--- config.mk ---
export PLATFORM = sky130hd
export DESIGN_NAME = sdramBurstReader
export DESIGN_NICKNAME = d
export VERILOG_FILES = /design/src/logic/fetchPkg.sv /design/src/logic/sdramBurstReader.sv
export SDC_FILE = /design/constraint.sdc
export NUM_CORES = 1
export LEC_CHECK = 0
export ABC_AREA = 1
export BUFFER_PORTS_ARGS = -buffer_cell sky130_fd_sc_hd__buf_2
export CORE_MARGIN = 8
export CORE_UTILIZATION = 46
export CTS_CLUSTER_SIZE = 12
export DETAILED_ROUTE_END_ITERATION = 12
export PLACE_DENSITY = 0.82
export SLEW_MARGIN = 5
export SYNTH_ARGS = -nofsm -noshare
export SYNTH_HDL_FRONTEND = slang
export SYNTH_SLANG_ARGS = --single-unit
--- constraint.sdc ---
create_clock -name Clk -period 2.97 [get_ports Clk]
set_clock_uncertainty 0.1 [all_clocks]
set_input_delay 0.4455 -clock Clk [delete_from_list [all_inputs] [get_ports Clk]]
set_output_delay 0.4455 -clock Clk [all_outputs]
set_load 0.005 [all_outputs]
--- src/logic/fetchPkg.sv ---
`default_nettype none

package fetchPkg;

    localparam int wordW = 32;           // instruction and address width

    // default cache geometry
    localparam int defaultSets      = 8;
    localparam int defaultWays      = 4;
    localparam int defaultLineWords = 4;

    localparam int maxLineWords = 8;     // sizes the line struct

    // fetch request from the sequencer
    typedef struct packed {
        logic             strobe;
        logic [wordW-1:0] addr;          // byte address
    } fetchReq;

    // response carries the address it answers
    typedef struct packed {
        logic             strobe;
        logic [wordW-1:0] addr;
        logic [wordW-1:0] inst;
    } fetchResp;

    typedef struct packed {
        logic             strobe;
        logic [wordW-1:0] addr;          // line aligned
    } refillReq;

    // only the first lineWords entries carry data
    typedef struct packed {
        logic                                done;
        logic [maxLineWords-1:0][wordW-1:0] words;
    } refillLine;

endpackage

`default_nettype wire

--- src/logic/sdramBurstReader.sv ---
`timescale 1ns/1ns
`default_nettype none

module sdramBurstReader #(
    parameter int lineWords = fetchPkg::defaultLineWords
) (
    input  wire logic                       Clk,
    input  wire logic                       rst,
    input  wire fetchPkg::refillReq         refill,
    output fetchPkg::refillLine             line,
    output logic [fetchPkg::wordW-1:0]      memReadAddress,
    output logic                            memReadRequest,
    input  wire logic [fetchPkg::wordW-1:0] memDataIn,
    input  wire logic                       memDataReady
);

    localparam int cntW = (lineWords > 1) ? $clog2(lineWords) : 1;

    logic [cntW-1:0]                            wordCnt;
    logic [lineWords-1:0][fetchPkg::wordW-1:0] lineBuf;  // line being assembled
    logic                                       lineDone;
    logic                                       start;
    logic                                       take;
    logic                                       lastWord;

    assign start    = refill.strobe && !memReadRequest;
    assign take     = memReadRequest && memDataReady;
    assign lastWord = wordCnt == cntW'(lineWords - 1);

    always_ff @(posedge Clk) begin
        if (rst) begin
            memReadRequest <= 1'b0;
            lineDone       <= 1'b0;
            wordCnt        <= '0;
        end else begin
            lineDone <= take && lastWord;
            if (start) begin
                memReadRequest <= 1'b1;
                wordCnt        <= '0;
            end else if (take) begin
                if (lastWord)
                    memReadRequest <= 1'b0;  // drops together with the line strobe
                else
                    wordCnt <= wordCnt + 1'b1;
            end
        end
    end

    // byte address of the word being read, ascending from the line start
    always_ff @(posedge Clk) begin
        if (start) begin
            memReadAddress <= refill.addr;
        end else if (take) begin
            lineBuf[wordCnt] <= memDataIn;
            memReadAddress   <= memReadAddress + fetchPkg::wordW'(4);
        end
    end

    always_comb begin
        line.done  = lineDone;
        line.words = '0;
        for (int k = 0; k < lineWords; k++) begin
            line.words[k] = lineBuf[k];
        end
    end

endmodule

`default_nettype wire

==> reports/metrics.cfg <==
[logic_synthesis]
ys_warn_count = 0
synth-seq-area-share = 0.675
syn_inst = 588
synth_cell_types = 29
synth_top_area_share = 0.664
syn_area_um2 = 7240
synth_area_leaders = edfxtp_1 (66%), buf_4 (13%), nand2_1 (6.5%), nand3_1 (2.1%), nor2_1 (1.8%)
syn_avg_cell_area_um2 = 12.3
synth_top_area_cell = edfxtp_1
ys_seq_elements = 164

[cts]
ctsResizeCount = 0
cts_setup_buffers = 0
tritoncts.num_buffers = 17
cts.path.max_buffers = 2
cts-htree-levels = 4
cts_tree = done
clock_sinks = 164
clk_latency_ns = 0.41
cts_root_buffer = clkbuf_16
holdBufCountCts = 0
clkTransAtPathRegs_ns = 0.06

[power]
vdd_drop_max_uv = 341
p_leak_nw = 3.81
p_per_area_nw_per_um2 = 591

[worst_hold_path]
hold_path.class = primary input to register

[setup_path]
required_ns = 2.92
critPathKind = register to register
path_max_fanout = 32
cp-start-kind = register
end_kind = register
arrival_ns = 1.70

[detailed_routing]
vias = 4592
wl_um = 17700
firstDrtPassIters = 5
drt_iter0_markers = 270
wl_per_cell_um = 16.7
avgViaCountPerCell = 4.32
ant_nets = 0
route.detailed.drc = 0

[sta]
post-route-period-util = 0.589
final.min_clock_period_ns = 1.75
rsz0062_at_grt = false
whs_ns = 0.129
final_hold_viol_count = 0
setup_viol = 0
slew_viol_final = 0
fmax_mhz = 572
setup_tns_ns = 0

[placement]
placed_area_um2 = 8220
routabilityCongestion = 0.868
place_hpwl_um = 13800
dpl.cell_count = 1032
numPortBuffers = 229

[cells_and_area]
fin_nets = 908
area_growth_pct = 21.4
fin_cells = 1064
drive_gt1_frac = 0.352
stdcell_area_um2 = 8790
fillers = 1374

[global_routing]
grt_use_total = 0.170
grt_first_pass_wirelength_um = 26000
antenna_found_initial = 1
grt_overflow_total = 0
grt_max_degree = 41
grt_pass1_vias = 4703

[run]
maxCapViolCount = 0

[floorplan]
die_area_um2 = 20000
die_x_um = 141
pin_count = 358
start_util = 0.463
rows = 46
die_y_um = 141
core_area_um2 = 15700

[status]
status = complete, no violations

## area by class of cell
class / instances / area, µm² / area share
flip-flops and latches: 164 / 4880 / 0.556
inverters: 34 / 128 / 0.0145
clock buffers: 17 / 425 / 0.0484
multi-input cells: 382 / 1740 / 0.198
clock inverters: 14 / 144 / 0.0164
repair buffers: 236 / 1200 / 0.136
well taps: 216 / 270 / 0.0307
diodes: 1 / 2.50 / 0.000285
## cell usage after synthesis, drive strengths merged
master and instances:
xor2 5, nand3b 2, nand2 135, clkbuf 1
clkinv 1, or2 3, nor2 50, xnor2 1
o21bai 3, nor3 3, nand3 31, ha 5
o21ai 12, a21oi 1, a21boi 1, edfxtp 160
inv 33, and2 2, conb 1, dfxtp 4
buf 134
## layout by cell type (no fill, tap or decap), drive strengths merged
| cell type | n |
|---|---|
| inv | 40 |
| nor3 | 3 |
| conb | 128 |
| edfxtp | 160 |
| ha | 5 |
| clkbuf | 17 |
| a21oi | 1 |
| o21ai | 12 |
| xnor2 | 1 |
| a21boi | 1 |
| diode | 1 |
| and2 | 2 |
| nand2 | 135 |
| nand3b | 2 |
| nor2 | 50 |
| or2 | 3 |
| nand3 | 31 |
| bufinv | 1 |
| o21bai | 3 |
| clkinvlp | 3 |
| xor2 | 5 |
| dfxtp | 4 |
| clkinv | 4 |
| buf | 236 |
## layer usage
| layer | global-route usage | wire (µm) | vias to the layer above | share of wire |
|---|---|---|---|---|
| met4 | 0.0577 | 242 | 0 | 0.014 |
| met3 | 0.0565 | 1660 | 20 | 0.094 |
| met5 | 0 | 0 | - | 0 |
| met1 | 0.189 | 6800 | 2106 | 0.38 |
| met2 | 0.302 | 9020 | 264 | 0.51 |
| li1 | - | - | 2202 | - |
## worst max-delay path: stages, from the launching register on
cell and delay [ns]:
dfxtp_1 0.38, nand2_1 0.30, nor2_4 0.16, buf_4 0.41
## worst paths after layout
check	start	endpoint	slack, ns	cells past startpoint
setup / recovery	memReadRequest$_SDFFE_PP0P_	line[80]$_DFFE_PP_	1.22	3
hold / removal	rst	lineDone$_SDFF_PP0_	0.13	2
setup reg to reg	memReadRequest$_SDFFE_PP0P_	line[80]$_DFFE_PP_	1.22	3
hold reg to reg	wordCnt[0]$_SDFFE_PP0P_	wordCnt[0]$_SDFFE_PP0P_	0.41	2
## flip-flops by register name, summed over array words and instances (netlist names)
| signal | count |
|---|---|
| lineDone | 1 |
| line | 128 |
| wordCnt | 2 |
| memReadRequest | 1 |
| memReadAddress | 32 |
## metrics by stage
step                 util  setup slack, ns  power (mW)
CTS                 0.561             1.21        5.25
detailed placement  0.525             1.05        3.15
finish              0.562             1.22        5.20
global route        0.562             1.10        5.41
floorplan               -            0.472        3.07
global placement    0.525             1.07        3.14
## report_power, final
group          switching, mW  leakage [nW]  internal (mW)
logic                  0.262          2.03          0.139
registers             0.0680          1.51           2.64
clock network          0.915         0.272           1.18
total                   1.25          3.81           3.95
## kinds of logic (layout without fill, tap and decap cells)
| family | Yosys count | in the layout | synth area share |
|---|---|---|---|
| simple gates | 226 | 226 | 0.141 |
| buf+inv | 169 | 301 | 0.155 |
| flops | 164 | 164 | 0.675 |
| compound gates | 17 | 17 | 0.0131 |
| xor+xnor | 6 | 6 | 0.00726 |
| fa+ha+maj | 5 | 5 | 0.00864 |
| other cells | 1 | 129 | 0.000518 |
Power figures use the tool's default switching activity.
