==> src/logic/fetchPkg.sv <==
`default_nettype none

package fetchPkg;

    localparam int wordW = 32;           // instruction and address width

    // default cache geometry
    localparam int defaultSets      = 8;
    localparam int defaultWays      = 4;
    localparam int defaultLineWords = 4;

    localparam int maxLineWords = 8;     // sizes the line struct

    // fetch request from the sequencer
    typedef struct packed {
        logic             strobe;
        logic [wordW-1:0] addr;          // byte address
    } fetchReq;

    // response carries the address it answers
    typedef struct packed {
        logic             strobe;
        logic [wordW-1:0] addr;
        logic [wordW-1:0] inst;
    } fetchResp;

    typedef struct packed {
        logic             strobe;
        logic [wordW-1:0] addr;          // line aligned
    } refillReq;

    // only the first lineWords entries carry data
    typedef struct packed {
        logic                                done;
        logic [maxLineWords-1:0][wordW-1:0] words;
    } refillLine;

endpackage

`default_nettype wire

==> src/logic/fetchSequencer.sv <==
`timescale 1ns/1ns
`default_nettype none

module fetchSequencer #(
    parameter logic [fetchPkg::wordW-1:0] resetPc = '0
) (
    input  wire logic                       Clk,
    input  wire logic                       rst,
    input  wire logic                       stall,
    input  wire logic                       redirect,
    input  wire logic [fetchPkg::wordW-1:0] redirectPc,
    output fetchPkg::fetchReq               req,
    input  wire fetchPkg::fetchResp         resp,
    output fetchPkg::fetchResp              fetchOut
);

    logic [fetchPkg::wordW-1:0] pc;
    logic [fetchPkg::wordW-1:0] nextPc;
    logic                       outstanding;  // one fetch in flight
    logic                       squash;       // in-flight fetch is stale
    logic                       reqStrobe;
    logic                       respOk;
    logic                       issue;

    assign respOk = resp.strobe && !squash;

    // free once the pending response shows up
    assign issue = (!outstanding || resp.strobe) && !stall;

    always_comb begin
        if (redirect)
            nextPc = redirectPc;   // redirect wins over the step
        else if (respOk)
            nextPc = pc + fetchPkg::wordW'(4);
        else
            nextPc = pc;
    end

    always_ff @(posedge Clk) begin
        if (rst) begin
            pc          <= resetPc;
            outstanding <= 1'b0;
            squash      <= 1'b0;
            reqStrobe   <= 1'b0;
        end else begin
            pc        <= nextPc;
            reqStrobe <= issue;
            if (issue)
                outstanding <= 1'b1;
            else if (resp.strobe)
                outstanding <= 1'b0;
            // a redirect with a fetch still pending drops that fetch's answer
            if (resp.strobe)
                squash <= 1'b0;
            else if (redirect && outstanding)
                squash <= 1'b1;
        end
    end

    // pc holds the issued address while the strobe is up
    always_comb begin
        req.strobe      = reqStrobe;
        req.addr        = pc;
        fetchOut        = resp;
        fetchOut.strobe = respOk;
    end

endmodule

`default_nettype wire

==> config.mk <==
export PLATFORM = sky130hd
export DESIGN_NAME = fetchSequencer
export DESIGN_NICKNAME = d
export VERILOG_FILES = /design/src/logic/fetchPkg.sv /design/src/logic/fetchSequencer.sv
export SDC_FILE = /design/constraint.sdc
export NUM_CORES = 1
export LEC_CHECK = 0
export BUFFER_PORTS_ARGS = -buffer_cell sky130_fd_sc_hd__buf_2
export CAP_MARGIN = 40
export CORE_ASPECT_RATIO = 1.5
export CORE_MARGIN = 2
export CORE_UTILIZATION = 36
export CTS_CLUSTER_DIAMETER = 40
export DETAILED_ROUTE_END_ITERATION = 8
export HOLD_SLACK_MARGIN = 0.12
export PLACE_DENSITY = 0.75
export SYNTH_ARGS = -nofsm -noshare
export SYNTH_HDL_FRONTEND = slang
export SYNTH_SLANG_ARGS = --single-unit
==> constraint.sdc <==
create_clock -name Clk -period 2.1 [get_ports Clk]
set_clock_uncertainty 0.15 [all_clocks]
set_input_delay 0.21 -clock Clk [delete_from_list [all_inputs] [get_ports Clk]]
set_output_delay 0.21 -clock Clk [all_outputs]
set_load 0.005 [all_outputs]
==> results.cfg, run 1 <==
[run_status]
status = finished clean

[floorplanning]
die-area_um2 = 7396
die_width_um = 70.89
start_util = 0.3725
core_area_um2 = 6486
num_rows = 36
boundaryPins = 199
fp.dieH_um = 104.3

[global_routing]
grt_max_degree = 25
grt_pass1_vias = 2488
grt_remaining_overflow = 0
grt_usage = 0.1953
grt_antenna_before_repair = 0
grt_pass1_wl_mm = 11.63

[power_and_ir_drop]
seq_power_share = 0.448
p_sw_w = 0.0004557
switching_share = 0.2735
pwr_density_cell_nw_per_um2 = 526.6
p_comb_frac = 0.220
vdd_drop_max_mv = 0.3712
clkPwrFrac = 0.332
finalPower_w = 0.001666
p_leak_nw = 1.336
internal_power_w = 0.001210

[clocking]
cts_tree = yes
cts-buffers-inserted = 5
cts_sinks = 35
path_clk_slew_ns = 0.08
ctsRootBufferMaster = clkbuf_8
cts_max_level = 2
insertion_delay_ns = 0.29
clock_path_buffers = 2

[worst_setup_path]
r2r_slack_ns = 0.04
r2r_start = squash
required_ns = 2.16
r2r_cells = 5
critPathArrivalTime_ns = 2.12
r2r_end = pc[21]
path_max_fanout = 5
worst_setup_path_start_kind = flop
worst_setup_path_end_kind = flop
crit_type = reg2reg

[placement]
place.gp.congestion = 0.8118
dp_hpwl_mm = 5.583
dp.cells = 407
port_buffers = 70
place_area_um2 = 2654

[route]
first_pass_iters = 4
ant_nets = 0
routed_wl_mm = 7.487
vias = 2498
viasPerCell = 5.539
wl_per_cell_um = 16.60
drc = 0
drtIter0Drc = 101

[finish]
fillCellCount = 643
finalNonFillerCells = 451
nNetsFinal = 476
syn_to_final_growth_pct = 30.97
diodes = 0
drive_gt1_frac = 0.3893
finish.instance_area_um2 = 3164

[logic_synthesis]
syn-cell-area_um2 = 2416
synth.area.top_cells = dfxtp_1 (29%), buf_4 (21%), a311oi_1 (4.0%)
syn-num-nets = 400
synth-edff-count = 0
netlist_instances = 298
ys.flop_type = dfxtp_1
yosysUniqueCellTypes = 39
synth_warnings = 0
syn_area_per_cell_um2 = 8.108
synth.largest_area_cell = dfxtp_1
yosysTopAreaCellShare = 0.2900
yosysSeqAreaShare = 0.2900
synth-seq-cells = 35
async_reset_ff_frac = 0

[timing]
period_minus_slack_ns = 2.058
finalHoldViolCount = 0
rsz0062_at_grt = true
tns_ns = 0
setup_viol = 0
worst_pin_slew_ns = 0.5357
slew_violations = 0
whs_ns = 0.1789
max_freq_ghz = 0.4858
min_period_over_period = 0.9802
maxSlewHeadroom = 0.6396

[min_path]
hold_depth = 2
holdPathEnd = pc[21]
min_path_type = in2reg
hold_path.startpoint = rst

[flow_run]
maxCapViolCount = 0
-- cells by family (layout without fill, tap and decap cells) --
kind of cell               count (synthesis)  after routing  synth area share
and+or+nand+nor                          105            105            0.2470
AOI/OAI and AO/OA                         55             55            0.1678
muxes                                      3              3           0.01243
DFF                                       35             35            0.2900
adders and majority gates                  1              1          0.005178
xor gates and xnor gates                  10             10           0.03625
buffers and inverters                     89            166            0.2413
-- power by group through the flow --
stage	combinational, W	clock (W)	sequential [W]
after global placement	0.000307	0	0.000760
final	0.000367	0.000552	0.000747
after CTS	0.000363	0.000565	0.000746
after detailed placement	0.000315	0	0.000762
after global routing	0.000404	0.000590	0.000753
after floorplan	0.000217	0	0.000781
-- per-layer routing --
metal | vias to the layer above | wire length, um | global-route usage
met5 | - | 0 | 0
met4 | 0 | 740 | 0.2022
met3 | 75 | 542 | 0.03876
met2 | 96 | 3570 | 0.3204
met1 | 1142 | 2634 | 0.1926
li1 | 1185 | - | -
-- cell usage in the layout, fill, tap and decap left out, types with 4 or more instances in the layout --
cell type / count
buf_2: 70
buf_4: 45
dlygate4sd3_1: 33
dfxtp_1: 30
nor2_1: 25
nand2_1: 14
nand4_1: 11
o21ai_0: 10
a211oi_1: 10
nand3_1: 8
inv_1: 8
o31ai_1: 8
a311oi_1: 8
or3_1: 8
or4_1: 7
xnor2_1: 7
clkbuf_8: 7
or4_4: 5
a21oi_1: 4
and3_1: 4
nor4_1: 4
-- cell type report --
cell class                 instances  area (um^2)  area share
multi-input combinational        174         1199      0.3788
timing repair buffer             148         1018      0.3219
sequential                        35        711.9      0.2250
clock buffer                       7        96.34     0.03045
tap                               76        95.09     0.03005
inverter                          10        37.54     0.01186
clock inverter                     1        6.256    0.001977
-- synthesized netlist by cell type, drive strengths merged, types with 4 or more instances --
cell,number
o21ai,10
or4,12
a21oi,4
dfxtp,35
a211oi,10
nand2,15
or3,10
nor4,6
a311oi,11
nand3,8
nand4,11
xnor2,7
clkbuf,10
and3,4
buf,69
inv,8
o31ai,8
nor2,25
-- state kept, by name (all words and copies together), names as in the netlist --
signal / flops
outstanding: 1
reqStrobe: 1
squash: 1
pc: 32
-- worst max-delay path, cell delays in order, from the launching register on --
cell,delay (ns)
dfxtp_2,0.34
nand4b_2,0.21
buf_4,0.17
or3_4,0.39
or4_4,0.49
a311oi_2,0.24
-- how the worst max path moves through the flow --
stage                       from      to  slack (ns)
after floorplan            pc[3]  pc[28]       0.006
after global placement     pc[3]  pc[28]       0.002
after detailed placement   pc[3]  pc[22]       -0.06
after CTS                 squash  pc[21]       0.007
after global routing       pc[3]  pc[22]       -0.03
final                     squash  pc[21]        0.04
-- what timing repair did --
| item | 4_1_cts | 5_1_grt |
|---|---|---|
| pin swaps | 1 | 1 |
| setup buffers | 0 | 3 |
| gates resized for setup | 3 | 9 |
| hold endpoints to repair | 34 | 0 |
| setup endpoints to repair | 7 | 10 |
| hold buffers | 33 | 0 |
| cloned | 0 | 0 |
-- per-stage QoR --
| step | worst slack (ns) | util |
|---|---|---|
| 6_report | 0.04153 | 0.4878 |
| 4_1_cts | 0.007145 | 0.4780 |
| 3_3_place_gp | 0.001746 | 0.4091 |
| 5_1_grt | -0.02802 | 0.4878 |
| 3_5_place_dp | -0.05973 | 0.4091 |
| 2_1_floorplan | 0.006465 | - |
No activity file was read; power rests on OpenSTA's default activity.
==> inputs of run 2 (changes only) <==
--- a/config.mk
+++ b/config.mk
@@ -5,14 +5,16 @@
 export SDC_FILE = /design/constraint.sdc
 export NUM_CORES = 1
 export LEC_CHECK = 0
-export BUFFER_PORTS_ARGS = -buffer_cell sky130_fd_sc_hd__buf_2
+export BUFFER_PORTS_ARGS = -buffer_cell sky130_fd_sc_hd__buf_4
 export CAP_MARGIN = 40
 export CORE_ASPECT_RATIO = 1.5
 export CORE_MARGIN = 2
 export CORE_UTILIZATION = 36
+export CTS_BUF_LIST = sky130_fd_sc_hd__clkbuf_2 sky130_fd_sc_hd__clkbuf_4 sky130_fd_sc_hd__clkbuf_8
 export CTS_CLUSTER_DIAMETER = 40
 export DETAILED_ROUTE_END_ITERATION = 8
 export HOLD_SLACK_MARGIN = 0.12
+export MAX_ROUTING_LAYER = met4
 export PLACE_DENSITY = 0.75
 export SYNTH_ARGS = -nofsm -noshare
 export SYNTH_HDL_FRONTEND = slang
==> results.cfg, run 2 (synthesis results as in run 1) <==
[run_status]
status = finished clean

[worst_setup_path]
critPathArrivalTime_ns = 2.09
slowest_delay_ns = 0.75
crit_type = reg2reg
worstSetupStartpoint = pc[2]
worst_setup_path_end_kind = flop
required_ns = 2.12
worst_setup_path_start_kind = flop
cp_slowest_cell = or4_2
cpLargestDelayFamily = simple AND/OR/NAND/NOR gates
path_max_fanout = 5
crit_buf_inv = 0
r2r_start = pc[2]
cp_cell_sequence = ha_4 > nand2_2 > or4_2 > o31ai_1 > a311oi_2

[power_and_ir_drop]
p_leak_nw = 1.363
seq_power_share = 0.453
p_sw_w = 0.0004510
switching_share = 0.2714
vdd_drop_max_mv = 0.3345
pwr_density_cell_nw_per_um2 = 500.2
internal_power_w = 0.001211
p_comb_frac = 0.249
clkPwrFrac = 0.298

[placement]
place_area_um2 = 2821
dp.cells = 406
dp_hpwl_mm = 5.556
place.gp.congestion = 0.8330
port_buffers = 70

[timing]
slew_violations = 0
worst_pin_slew_ns = 0.4676
min_period_over_period = 0.9862
period_minus_slack_ns = 2.071
maxSlewHeadroom = 0.6876
rsz0062_at_grt = true
setup_viol = 0
max_freq_ghz = 0.4829
finalHoldViolCount = 0

[finish]
finalNonFillerCells = 445
drive_gt1_frac = 0.4146
largest_reg_flops = 32
finish.instance_area_um2 = 3322
final_cell_mix = buf_4 (111), dlygate4sd3_1 (31), nor2_1 (25)
seq_area_um2 = 719.4
top_register = pc
nNetsFinal = 471
diodes = 0
multiInputGateArea_um2 = 1239
fillCellCount = 651
syn_to_final_growth_pct = 37.49
final_common_cell = buf_4

[clocking]
insertion_delay_ns = 0.29
cts_tree = yes
ctsRootBufferMaster = clkbuf_8
cts_max_level = 2
path_clk_slew_ns = 0.08
post_cts_buffers = 0
cts_sinks = 35
cts-buffers-inserted = 5
clock_path_buffers = 2

[floorplanning]
boundaryPins = 199
die-area_um2 = 7396
die_width_um = 70.89
start_util = 0.3725
fp.dieH_um = 104.3
core_area_um2 = 6486
num_rows = 36

[global_routing]
grt_pass1_vias = 2446
grt_usage = 0.2035
grt_max_degree = 31
grt_remaining_overflow = 0
grt_pass1_wl_mm = 11.78
grt_antenna_before_repair = 0

[route]
routed_wl_mm = 7.618
wl_per_cell_um = 17.12
ant_nets = 0
drtIter0Drc = 152
first_pass_iters = 4
vias = 2480
viasPerCell = 5.573
drc = 0

[flow_run]
maxCapViolCount = 0

[min_path]
min_path_type = in2reg
hold_path.startpoint = redirectPc[12]
run 2: changes by cell type in the layout (fill, tap and decap cells not counted), moves of 2 or more:
cell | before | now
buf_2 | 70 | 0
buf_4 | 45 | 111
dfxtp_1 | 30 | 24
dfxtp_2 | 3 | 9
a311oi_1 | 8 | 6
a311oi_2 | 3 | 5
dlygate4sd3_1 | 33 | 31
run 2: final timing paths:
check | end | slack, ns | depth (start not counted)
hold reg to reg | outstanding | 0.35 | 2
setup / recovery | pc[30] | 0.03 | 5
setup reg to reg | pc[30] | 0.03 | 5
hold / removal | pc[12] | 0.12 | 3
run 2: layer usage:
metal / share of wire / wire (um) / global-route usage / vias up
li1: - / - / - / 1170
met1: 0.35 / 2676 / 0.2004 / 1155
met2: 0.49 / 3733 / 0.3324 / 89
met3: 0.072 / 550 / 0.04070 / 66
met4: 0.086 / 658 / 0.1765 / 0
met5: 0 / 0 / - / -
run 2: final cells by class:
| cell class | instances | share of cell area |
|---|---|---|
| multi-input combinational | 175 | 0.3729 |
| timing repair buffer | 142 | 0.3443 |
| sequential | 35 | 0.2166 |
| tap | 76 | 0.02863 |
| clock buffer | 6 | 0.02486 |
| inverter | 10 | 0.01130 |
| clock inverter | 1 | 0.001507 |
run 2: tightest hold or removal path: stages:
cell      delay, ns
buf_4          0.11
nor2_1         0.13
a211oi_1       0.07
run 2: what timing repair did:
action | 4_1_cts | 5_1_grt
pin swaps | 1 | 10
setup endpoints to repair | 4 | 8
gates cloned | 0 | 1
resized for setup | 3 | 21
hold endpoints to repair | 32 | 0
hold buffers | 31 | 0
run 2: metrics by stage:
stage                       util  hold WS (ns)  total power [W]  TNS [ns]  worst slack, ns
after global placement    0.4350        0.2419         0.001112  -0.06162         -0.02520
after detailed placement  0.4350        0.2366         0.001119   -0.2873          -0.1132
final                     0.5122        0.1177         0.001662         0          0.02904
after floorplan                -        0.1361        0.0009989         0         0.006465
after CTS                 0.4983        0.1232         0.001657         0          0.01164
after global routing      0.5122        0.1298         0.001742   -0.1092         -0.04902
run 2: power groups by stage:
stage	clock network [W]	logic (W)	registers (W)
2_1_floorplan	0	0.000217	0.000781
3_3_place_gp	0	0.000351	0.000761
3_5_place_dp	0	0.000356	0.000763
4_1_cts	0.000503	0.000405	0.000748
5_1_grt	0.000531	0.000451	0.000760
6_report	0.000495	0.000413	0.000753
==> inputs of run 3 (changes only) <==
--- a/config.mk
+++ b/config.mk
@@ -9,13 +9,13 @@
 export CAP_MARGIN = 40
 export CORE_ASPECT_RATIO = 1.5
 export CORE_MARGIN = 2
-export CORE_UTILIZATION = 36
+export CORE_UTILIZATION = 29
 export CTS_BUF_LIST = sky130_fd_sc_hd__clkbuf_2 sky130_fd_sc_hd__clkbuf_4 sky130_fd_sc_hd__clkbuf_8
 export CTS_CLUSTER_DIAMETER = 40
 export DETAILED_ROUTE_END_ITERATION = 8
 export HOLD_SLACK_MARGIN = 0.12
 export MAX_ROUTING_LAYER = met4
-export PLACE_DENSITY = 0.75
+export PLACE_DENSITY = 0.62
 export SYNTH_ARGS = -nofsm -noshare
 export SYNTH_HDL_FRONTEND = slang
 export SYNTH_SLANG_ARGS = --single-unit
==> results.cfg, run 3 (synthesis results as in run 1) <==
[run_status]
status = finished clean

[route]
drtIter0Drc = 119
vias = 2511
viasPerCell = 5.199
wl_per_cell_um = 16.03
drc = 0
first_pass_iters = 4
ant_nets = 0
routed_wl_mm = 7.742

[timing]
period_minus_slack_ns = 2.061
min_period_over_period = 0.9813
worst_pin_slew_ns = 0.4381
setup_viol = 0
finalHoldViolCount = 0
max_freq_ghz = 0.4853
rsz0062_at_grt = true
tns_ns = 0
maxSlewHeadroom = 0.7052
whs_ns = 0.1546
slew_violations = 0

[clocking]
ctsRootBufferMaster = clkbuf_8
insertion_delay_ns = 0.28
cts-buffers-inserted = 5
cts_max_level = 2
clock_path_buffers = 2
cts_tree = yes
cts_sinks = 35
path_clk_slew_ns = 0.07

[finish]
syn_to_final_growth_pct = 40.81
fillCellCount = 801
largest_reg_flops = 32
nNetsFinal = 479
finalNonFillerCells = 483
top_register = pc
finish.instance_area_um2 = 3402
final_cell_mix = buf_4 (117), dlygate4sd3_1 (32), dfxtp_1 (28)
diodes = 0
final_common_cell = buf_4
drive_gt1_frac = 0.4048

[floorplanning]
core_area_um2 = 8058
start_util = 0.2998
fp.dieH_um = 115.8
boundaryPins = 199
die-area_um2 = 9092
num_rows = 40
die_width_um = 78.53

[worst_setup_path]
path_max_fanout = 9
required_ns = 2.15
critPathArrivalTime_ns = 2.11
worst_setup_path_end_kind = flop
crit_type = reg2reg
worst_setup_path_start_kind = flop

[power_and_ir_drop]
finalPower_w = 0.001675
vdd_drop_max_mv = 0.3159
p_leak_nw = 1.401
pwr_density_cell_nw_per_um2 = 492.3

[placement]
place_area_um2 = 2880
port_buffers = 70
dp.cells = 438
place.gp.congestion = 0.8527
dp_hpwl_mm = 5.697

[global_routing]
grt_antenna_before_repair = 0
grt_pass1_vias = 2550
grt_usage = 0.1727
grt_remaining_overflow = 0
grt_max_degree = 30
grt_pass1_wl_mm = 12.00

[min_path]
min_path_type = in2reg

[flow_run]
maxCapViolCount = 0
## run 3: cell count changes in the layout (fill, tap and decap cells not counted), sizes merged
cell         before  now
buf             111  119
clkbuf            6    7
dlygate4sd3      31   32
or4              13   12
## run 3: worst paths after layout
path	start	end	slack (ns)	cells past startpoint
worst min-delay path	redirect	pc[15]	0.15	2
worst max register to register	pc[3]	pc[22]	0.04	5
worst min register to register	pc[0]	pc[0]	0.36	2
worst max-delay path	pc[3]	pc[22]	0.04	5
## run 3: where the power goes
group	total, W	switching (W)	internal [W]
Clock	0.000503	0.000244	0.000259
Sequential	0.000755	0.0000431	0.000712
Combinational	0.000417	0.000171	0.000246
Total	0.00167	0.000458	0.00122
## run 3: critical path, cell delays in order, from the launching register on
cell and delay (ns):
dfxtp_4 0.36, ha_4 0.14, nand2_2 0.05, or4_4 0.54, or4_1 0.48, a311oi_1 0.25
## run 3: cell type report
cell class	count	area, um^2	share of cell area
timing repair buffer	151	1221	0.3590
multi-input combinational	174	1209	0.3553
sequential	35	714.4	0.2100
tap	105	131.4	0.03862
clock buffer	7	83.83	0.02464
inverter	10	37.54	0.01103
clock inverter	1	5.005	0.001471
## run 3: layer usage
metal	up-vias	part of all wire	global-route usage
met4	0	0.061	0.1322
met1	1176	0.35	0.1656
met3	68	0.063	0.02804
li1	1185	-	-
met5	-	0	-
met2	82	0.52	0.3066
## run 3: per-stage QoR
step / util / worst slack, ns
floorplan: - / 0.006465
global placement: 0.3575 / -0.01504
detailed placement: 0.3575 / -0.1060
CTS: 0.4098 / 0.01580
global route: 0.4222 / -0.02372
finish: 0.4222 / 0.03931
## run 3: repair_timing
item / 4_1_cts / 5_1_grt
resized for setup: 3 / 15
endpoints found under the setup margin: 4 / 9
hold buffers: 32 / 0
pin swaps: 1 / 8
endpoints found under the hold margin: 33 / 0
buffers inserted: 0 / 5
